[config.mk]
export PLATFORM = sky130hd
export DESIGN_NAME = fetch_stage1
export DESIGN_NICKNAME = d
export VERILOG_FILES = /design/src/rtl/fetch_pkg.sv /design/src/rtl/serial_fsm.sv /design/src/rtl/fetch_credit_counter.sv /design/src/rtl/fetch_bundle_stage.sv /design/src/rtl/fetch_stage1.sv
export SDC_FILE = /design/constraint.sdc
export NUM_CORES = 1
export LEC_CHECK = 0
export BUFFER_PORTS_ARGS = -buffer_cell sky130_fd_sc_hd__buf_2
export CORE_MARGIN = 2
export CORE_UTILIZATION = 45
export DETAILED_ROUTE_END_ITERATION = 7
export GPL_TIMING_DRIVEN = 0
export PLACE_DENSITY_LB_ADDON = 0.3
export SLEW_MARGIN = 5
export SYNTH_ARGS = -nofsm -noshare
export SYNTH_HDL_FRONTEND = slang
export SYNTH_HIERARCHICAL = 1
export SYNTH_SLANG_ARGS = --single-unit
[constraint.sdc]
create_clock -name clk -period 11.9 [get_ports clk]
set_clock_uncertainty 0.05 [all_clocks]
set_input_delay 1.19 -clock clk [delete_from_list [all_inputs] [get_ports clk]]
set_output_delay 1.19 -clock clk [all_outputs]
set_load 0.005 [all_outputs]
[src/rtl/fetch_pkg.sv]
package fetch_pkg;

    // fetch requests allowed in flight between the first stage and this one
    localparam int FETCH_DEPTH = 3;
    // wide enough to hold FETCH_DEPTH itself
    localparam int CREDIT_W = $clog2(FETCH_DEPTH + 1);

    // andi r0, r0, 0
    localparam logic [31:0] INST_NOP = 32'h0340_0000;

    // one icache response, two instructions
    typedef struct packed {
        logic [31:0] pc;
        logic [31:0] pc_next;
        logic [31:0] inst0;
        logic [31:0] inst1;
        logic [31:0] badv;
        logic [6:0]  exception;
        logic [1:0]  excp_flag;
        logic [31:0] cookie;
    } fetch_bundle_t;

    // predecoder flags, bit n belongs to slot n
    typedef struct packed {
        logic [1:0] ibar;
        logic [1:0] csr;
        logic [1:0] tlb;
        logic [1:0] priv;
    } serial_flags_t;

    // completion reports from execute and the memory side
    typedef struct packed {
        logic ibar_from_ex;
        logic csr_from_ex;
        logic tlb_from_ex;
        logic csr_done;
        logic tlb_done;
        logic icache_idle;
        logic dcache_idle;
    } serial_ack_t;

    // serialization states
    typedef enum logic [2:0] {
        st_idle            = 3'b000,
        st_wait_ex_ibar    = 3'b001,
        st_wait_ex_csr     = 3'b010,
        st_wait_cache_idle = 3'b011,
        st_wait_csr_ok     = 3'b100,
        st_wait_tlb_ok     = 3'b101,
        st_wait_ex_tlb     = 3'b111
    } serial_state_t;

endpackage

[src/rtl/serial_fsm.sv]
`timescale 1ns/1ps

module serial_fsm import fetch_pkg::*; (
    input  logic          clk,
    input  logic          rstn,
    input  logic          flush,
    input  logic          rsp_take,
    input  serial_flags_t rsp_flags,
    input  logic [31:0]   rsp_pc,
    input  logic [31:0]   rsp_pc_next,
    input  serial_ack_t   ack,
    output logic          fsm_idle,
    output logic          squash,
    output logic          redirect_valid,
    output logic [31:0]   redirect_pc
);

    serial_state_t state;
    serial_state_t state_next;
    logic          serial_hit;
    logic          cache_idle;
    logic [31:0]   restart_pc;

    // any serializing instruction in the taken bundle
    assign serial_hit = rsp_take &&
                        ((|rsp_flags.ibar) || (|rsp_flags.csr) || (|rsp_flags.tlb));
    assign cache_idle = ack.icache_idle && ack.dcache_idle;

    // restart right after the slot holding the instruction
    always_comb begin
        if (rsp_flags.priv[0]) begin
            restart_pc = rsp_pc + 32'd4;
        end else if (rsp_flags.priv[1]) begin
            restart_pc = rsp_pc + 32'd8;
        end else begin
            restart_pc = rsp_pc_next;
        end
    end

    always_comb begin
        state_next = state;
        case (state)
            st_idle: begin
                if (serial_hit) begin
                    // ibar wins over csr, csr over tlb
                    if (|rsp_flags.ibar) begin
                        state_next = st_wait_ex_ibar;
                    end else if (|rsp_flags.csr) begin
                        state_next = st_wait_ex_csr;
                    end else begin
                        state_next = st_wait_ex_tlb;
                    end
                end
            end
            st_wait_ex_ibar: begin
                if (ack.ibar_from_ex) begin
                    state_next = st_wait_cache_idle;
                end
            end
            st_wait_ex_csr: begin
                if (ack.csr_from_ex) begin
                    state_next = st_wait_csr_ok;
                end
            end
            st_wait_ex_tlb: begin
                if (ack.tlb_from_ex) begin
                    state_next = st_wait_tlb_ok;
                end
            end
            st_wait_cache_idle: begin
                if (cache_idle) begin
                    state_next = st_idle;
                end
            end
            st_wait_csr_ok: begin
                if (ack.csr_done) begin
                    state_next = st_idle;
                end
            end
            st_wait_tlb_ok: begin
                if (ack.tlb_done) begin
                    state_next = st_idle;
                end
            end
            default: begin
                state_next = st_idle;
            end
        endcase
    end

    always_ff @(posedge clk) begin
        if (!rstn || flush) begin
            state <= st_idle;
        end else begin
            state <= state_next;
        end
    end

    // captured once per serializing bundle
    always_ff @(posedge clk) begin
        if (state == st_idle && serial_hit) begin
            redirect_pc <= restart_pc;
        end
    end

    assign fsm_idle       = (state == st_idle);
    assign redirect_valid = !fsm_idle;
    // younger fetches are dropped until execute reports the instruction
    assign squash = (state == st_wait_ex_ibar) || (state == st_wait_ex_csr) ||
                    (state == st_wait_ex_tlb);

endmodule

[src/rtl/fetch_credit_counter.sv]
`timescale 1ns/1ps

module fetch_credit_counter import fetch_pkg::*; (
    input  logic clk,
    input  logic rstn,
    input  logic flush,
    input  logic squash,
    input  logic fetch_req,
    input  logic rsp_take,
    input  logic skid_empty,
    input  logic fsm_idle,
    input  logic fifo_allowin,
    output logic if1_allowin
);

    // requests issued and not yet answered
    logic [CREDIT_W-1:0] count;
    logic                credit_ok;

    always_ff @(posedge clk) begin
        if (!rstn || flush || squash) begin
            // outstanding replies are dropped by the cache on these
            count <= '0;
        end else if (fetch_req && !rsp_take) begin
            count <= count + 1'b1;
        end else if (rsp_take && !fetch_req && count != '0) begin
            count <= count - 1'b1;
        end
    end

    assign credit_ok = (count < CREDIT_W'(FETCH_DEPTH));

    // every condition must hold for a new request to go out
    assign if1_allowin = credit_ok && skid_empty && fsm_idle && fifo_allowin;

endmodule

[src/rtl/fetch_bundle_stage.sv]
`timescale 1ns/1ps

module fetch_bundle_stage import fetch_pkg::*; (
    input  logic          clk,
    input  logic          rstn,
    input  logic          flush,
    input  logic          icache_rvalid,
    input  logic          fsm_idle,
    input  logic          fifo_allowin,
    input  fetch_bundle_t rsp,
    input  logic [1:0]    priv,
    output logic          rsp_take,
    output logic          skid_empty,
    output logic          out_valid,
    output fetch_bundle_t out
);

    fetch_bundle_t rsp_masked;
    fetch_bundle_t skid;
    logic          skid_valid;
    logic          slot_free;
    logic          skid_load;

    // responses during serialization or flush are thrown away
    assign rsp_take = icache_rvalid && fsm_idle && !flush;

    // output slot empty or being read this cycle
    assign slot_free = !out_valid || fifo_allowin;

    // new bundle parks in the skid when the slot cannot take it directly
    assign skid_load = rsp_take && (!slot_free || skid_valid);

    assign skid_empty = !skid_valid;

    always_comb begin
        rsp_masked = rsp;
        // fetch started at the upper word, slot 0 is not part of the stream
        if (rsp.pc[2]) begin
            rsp_masked.inst0 = INST_NOP;
        end
        // slot 1 sits behind a serializing instruction in slot 0
        if (priv[0]) begin
            rsp_masked.inst1     = INST_NOP;
            rsp_masked.excp_flag = 2'b00;
        end
    end

    always_ff @(posedge clk) begin
        if (!rstn || flush) begin
            out_valid  <= 1'b0;
            skid_valid <= 1'b0;
        end else if (slot_free) begin
            // skid moves up first, so the older bundle leaves first
            out_valid  <= skid_valid || rsp_take;
            skid_valid <= skid_valid && rsp_take;
        end else if (rsp_take) begin
            skid_valid <= 1'b1;
        end
    end

    // output slot payload
    always_ff @(posedge clk) begin
        if (slot_free) begin
            if (skid_valid) begin
                out <= skid;
            end else if (rsp_take) begin
                out <= rsp_masked;
            end
        end
    end

    // skid payload, already masked
    always_ff @(posedge clk) begin
        if (skid_load) begin
            skid <= rsp_masked;
        end
    end

endmodule

[src/rtl/fetch_stage1.sv]
`timescale 1ns/1ps

module fetch_stage1 import fetch_pkg::*; (
    input  logic          clk,
    input  logic          rstn,
    input  logic          flush,

    // first fetch stage
    input  logic          fetch_req,
    output logic          if1_allowin,

    // icache response with predecoder flags
    input  logic          icache_rvalid,
    input  fetch_bundle_t rsp,
    input  serial_flags_t rsp_flags,

    // instruction queue
    input  logic          fifo_allowin,
    output logic          out_valid,
    output fetch_bundle_t out,

    // back end reports
    input  serial_ack_t   ack,

    // serialization
    output logic          squash,
    output logic          redirect_valid,
    output logic [31:0]   redirect_pc
);

    logic rsp_take;
    logic skid_empty;
    logic fsm_idle;

    // stage register, skid and masking
    fetch_bundle_stage u_stage (
        .clk           (clk),
        .rstn          (rstn),
        .flush         (flush),
        .icache_rvalid (icache_rvalid),
        .fsm_idle      (fsm_idle),
        .fifo_allowin  (fifo_allowin),
        .rsp           (rsp),
        .priv          (rsp_flags.priv),
        .rsp_take      (rsp_take),
        .skid_empty    (skid_empty),
        .out_valid     (out_valid),
        .out           (out)
    );

    // ibar, csr write and tlb maintenance handling
    serial_fsm u_fsm (
        .clk            (clk),
        .rstn           (rstn),
        .flush          (flush),
        .rsp_take       (rsp_take),
        .rsp_flags      (rsp_flags),
        .rsp_pc         (rsp.pc),
        .rsp_pc_next    (rsp.pc_next),
        .ack            (ack),
        .fsm_idle       (fsm_idle),
        .squash         (squash),
        .redirect_valid (redirect_valid),
        .redirect_pc    (redirect_pc)
    );

    // upstream flow control
    fetch_credit_counter u_credit (
        .clk          (clk),
        .rstn         (rstn),
        .flush        (flush),
        .squash       (squash),
        .fetch_req    (fetch_req),
        .rsp_take     (rsp_take),
        .skid_empty   (skid_empty),
        .fsm_idle     (fsm_idle),
        .fifo_allowin (fifo_allowin),
        .if1_allowin  (if1_allowin)
    );

endmodule

* Word-level counts from Yosys, hierarchy flattened
Index checks and enable logic that the tools add are counted.
** Storage, ports and cells
- Register bits :: 441
- Bits of input ports :: 222
- Output and inout port bits :: 237
** Operators by class
- Add/sub/neg operators :: 4
- $lt $le $gt $ge :: 1
- Eq/ne operators :: 13
- Multiplexer cells :: 21
- Reductions and logical operators :: 40
** Operators with widths (number)
- 201-bit two-way mux :: 2
- 32-bit two-way mux :: 4
- 32-bit by 3-bit adder with 32-bit output, second input constant :: 1
- 32-bit by 4-bit adder with 32-bit output, second input constant :: 1
- 3-bit two-way mux :: 9
- 3-bit case mux with 7 select lines :: 1
- 1-bit logical AND :: 13
- 2-bit != test, second input constant :: 6
- 3-bit == test, second input constant :: 3
- 1-bit logical OR :: 9
- 1-bit logical NOT :: 8
- 2-bit nonzero test :: 4
- 7-bit AND reduction :: 1
- 3-bit by 2-bit == test with 1-bit output, second input constant :: 2
- 2-bit two-way mux :: 3
- 2-bit OR reduction :: 3
- 3-bit by 1-bit == test with 1-bit output, second input constant :: 1
- 3-bit logical NOT :: 1
- 2-bit by 1-bit adder with 2-bit output, second input constant :: 1
- 2-bit < comparator, second input constant :: 1
- 1-bit two-way mux :: 2
- 2-bit by 1-bit != test with 1-bit output, second input constant :: 1
- 2-bit AND reduction :: 1
- 2-bit by 1-bit subtractor with 2-bit output, second input constant :: 1

* Logic depth before layout (Yosys ltp)
- Depth in word-level cells :: 7
- Gate-level depth with buffers :: 7
- Mapped depth without buffers :: 7

* By module
Netlist, hierarchy kept.
** Modules (own cells, without submodules)
- fetch_bundle_stage :: instances 1, cells each 711, area an instance 15225.9 µm², sequential area each 12111.6 µm²
- serial_fsm :: instances 1, cells each 326, area an instance 2692.6 µm², sequential area each 1021.0 µm²
- fetch_credit_counter :: instances 1, cells each 14, area an instance 136.4 µm², sequential area each 40.0 µm²

* Least setup slack after synthesis
OpenSTA, ideal clock, no wires.
- Path type :: input -> register
- Start point :: input port flush
- End point :: register, netlist name u_stage/out[0]
- Library setup time :: 765 ps
- Arrival :: 9936 ps
- Required time :: 11085 ps
- Slack :: 1150 ps
- Stages :: 3
- Path buffers :: 0
- Cells stage by stage :: and3b_1 -> nor2_1 -> nor2_1
** Between the ends
- Word-level cells in the longest chain between the ends :: 4
** Ends and longest elaborated chain
- start: declaration :: line fetch_stage1.sv:6 : input logic flush,
- 1-bit logical NOT :: line fetch_bundle_stage.sv:25 : assign rsp_take = icache_rvalid && fsm_idle && !flush;
- 1-bit logical AND :: line fetch_bundle_stage.sv:25
- 2-bit nonzero test (no source line)
- 2-bit AND reduction (no source line)
Every way passes these cells.
A chain may end at the register's enable or synchronous reset.

* Final worst setup path
- Start point :: register u_fsm.state[0]
- End point :: register, netlist name u_stage/out[43]
** Between the ends
- Word-level cells in the longest chain between the ends :: 5
** Ends and longest elaborated chain
- start: declaration :: line serial_fsm.sv:18 : serial_state_t state;
- start signal: assignment :: line serial_fsm.sv:93 : state <= st_idle;
- start signal: assignment :: line serial_fsm.sv:95 : state <= state_next;
- 3-bit logical NOT :: line serial_fsm.sv:106 : assign fsm_idle = (state == st_idle);
- named net fsm_idle :: line fetch_stage1.sv:33 : logic fsm_idle;
- 1-bit logical AND (2 in a row) :: line fetch_bundle_stage.sv:25
- named net rsp_take :: line fetch_stage1.sv:31 : logic rsp_take;
- 2-bit nonzero test (no source line)
- 2-bit AND reduction (no source line)
The timed path passes the listed nets, and every way through them passes these cells.

==> reports/qor.yml <==
syn_area_per_cell_sq_um: 17.18
numClockSinks: 441
final_area_sq_um: 22850
synth_seq_cells: 441
remaining_drc_errors: 0
ctsRootBufferMaster: "clkbuf_16"
finalHoldViolations: 0
floorplan.rows: 73
layout_setup_ws_ps: 8599
grt.total_usage_pct: 21.98
synth_warnings: 6
power.static_leakage_nw: 8.606
status: "finished, final reports clean"
core_area_sq_um: 39640
post_synth_instance_area_sq_um: 18050
synth_most_common_cell: "edfxtp_1"
grt_setup_unrepaired: "no"
leftover_overflow_at_the_end_of_global_routing: 0
netlist.area_leader.share_pct: 72.18
power_report.internal_total_mw: 2.779
synth_sequential_area_ratio_pct: 72.96
drtAntennaViolNets: 0
hold_ws_ps: 465.7
timing.critical_path.arrival_ps: 3500
floorplan.die.width_microns: 204.3
initialDrtViolationCount: 808
cts_max_level: 2
most_common_cell_on_crit_path: "buf_12"
vias: 11486
power_per_cell_area_nw_per_um2: 154.2
comb_power_share_pct: 7.5
syn2layout_area_growth_pct: 26.56
ctsHoldBuffers: 0
critical_path_required_ps: 12100
route.detailed.vias_per_inst: 5.380
clk_latency_ps: 560
crit_path_start_kind: "flop"
dominantRegCellSynth: "edfxtp_1"
wirelength_mm: 47.19
hpwlAfterDp_mm: 34.27
fin_crit_sh_pct: 27.74
crit_path_cell_trace: "or3_1 > inv_1 > and3b_1 > nor2_1 > nor2_4 > buf_12 > buf_12 > buf_12"
worstSetupEndpointType: "flop"
yosysUniqueCellTypes: 66
syn-num-nets: 1275
grt_pass1_wl_mm: 68.94
finalNetCount: 1794
finalMaxSlewViolations: 0
period_minus_slack_ps: 3301
grt_antenna_before_repair: 4
post_drt_wl_per_cell_microns: 22.10
routabilityCongestion: 0.8769
syn_inst_count: 1051
netSwitchingPower_mw: 0.7453
io_buffer_count: 458
crit_slowest_cell: "nor2_4"
hold_path_class: "flop to flop"
sequentialPowerShare_pct: 50.6
fp.dieArea_sq_um: 41740
power.total_mw: 3.524
placed_cell_areas_sq_um: 21290
grt_start_max_net_pins: 49
p_clk_share_pct: 41.9
ir_drop_mv: 0.1230
cts_repair_resize_count: 0
first_global_vias: 11451
share_of_post_route_cells_with_drive_strength_above_1_pct: 49.10
worst_setup_path_type: "flop to flop"
timing.fmax_mhz: 302.9
synthDominantAreaCellType: "edfxtp_1"
slew_headroom_pct: 46.83
max_cap_violations: 0
worst_path_largest_cell_delay_ps: 630
cts_tree: "built"
ys_top_cells_by_area: "edfxtp_1, mux2_2, mux2_4"
async_reset_ff_share_pct: 0
post_synth_most_frequent_cells: "edfxtp_1, mux2_2, nor2b_1"
setup_total_negative_slack_ps: 0
clk_path_buf_depth: 3
critical_path_peak_fanout: 33
num_io_pins: 459
final_setup_violation_count: 0
cts_made_buffers: 47
cts_setup_buffers: 0
floorplan.initialDensity_pct: 45.55
worst-slew-pin-transition_ps: 795.7
dp_worst_setup_slack_ps: 8202
power.share.switching_pct: 21.15
dieHeight_microns: 204.3
clkTransAtPathRegs_ps: 60
detail_route.first_pass.iterations: 6
synth_edf_count: 434
==> registers in the layout, summed over array words and instances, names as in the netlist <==
register	count
u_stage/out_valid	1
u_credit/count	2
u_stage/out	201
u_fsm/state	3
u_stage/skid	201
u_stage/skid_valid	1
u_fsm/redirect_pc	32
==> placed cells by master, fill, tap and decap left out, types with 4 or more instances in the layout <==
master,netlist,layout
buf_2,14,472
edfxtp_1,434,434
mux2_2,172,172
nor2b_1,62,62
nand2_1,48,48
clkbuf_16,0,47
nor2_1,45,43
mux2_4,29,29
clkbuf_1,11,21
o21ai_0,21,21
a211oi_1,19,19
buf_6,18,18
a21oi_1,17,17
nand3_1,14,14
nor3_1,13,13
clkinv_1,0,9
buf_12,0,9
mux2i_1,8,8
bufinv_16,0,7
clkinv_2,0,7
dfxtp_1,7,7
nand4_1,7,7
or4_1,7,7
or3_1,6,6
and3_1,6,6
or2_1,6,6
nand2b_1,5,5
inv_1,5,5
o22ai_1,5,5
o32ai_1,4,4
a31oi_1,4,4
==> worst max-delay path, delay by kind of cell (launching register included) <==
| family | cells | cell delay, ps |
|---|---|---|
| buffers and inverters | 4 | 910 |
| flip-flops | 1 | 370 |
| AND/OR/NAND/NOR | 4 | 1590 |
==> layout make-up <==
cell class                      count  area [sq um]
Antenna cell                        3         7.507
Timing Repair Buffer              470          2555
Fill cell                        3189         16790
Clock inverter                     27         312.8
Sequential cell                   441         13170
Inverter                            7         26.28
Tap cell                          525         656.9
Clock buffer                       59          1241
Buffer                             45         325.3
Multi-Input combinational cell    558          4553
==> final timing paths <==
path                                         from                end  slack, ps  cells after the start
worst max-delay path               u_fsm/state[0]    u_stage/out[43]       8600                      8
worst min register to register  u_credit/count[0]  u_credit/count[0]        470                      1
worst min-delay path            u_credit/count[0]  u_credit/count[0]        470                      1
worst max register to register     u_fsm/state[0]    u_stage/out[43]       8600                      8
==> logic make-up after synthesis <==
family / share of synthesized area [%]
simple gates: 7.401
xor+xnor: 0.1941
buf+inv: 1.947
fa+ha+maj: 0.2009
mux: 13.58
compound gates: 3.714
flops: 72.96
==> per-stage QoR <==
| stage | util (%) | std cells |
|---|---|---|
| floorplan | - | 1051 |
| global placement | 52.99 | 2034 |
| detailed placement | 53.71 | 2046 |
| finish | 57.64 | 2135 |
| global route | 57.64 | 2134 |
| CTS | 57.63 | 2132 |
==> power by group through the flow <==
stage                     clock, mW  combinational (mW)  sequential (mW)
after CTS                      1.51               0.267             1.78
after global routing           1.57               0.288             1.79
final                          1.48               0.265             1.78
after floorplan                   0               0.104             1.84
after detailed placement          0               0.265             1.82
after global placement            0               0.247             1.84
==> routing by layer <==
metal	up-vias	wire length [microns]	track usage, %
met1	5711	18750	27.99
li1	5164	-	-
met3	100	3873	5.261
met4	4	1642	8.929
met5	-	21	0
met2	507	22900	36.25
Power figures use the tool's default switching activity.
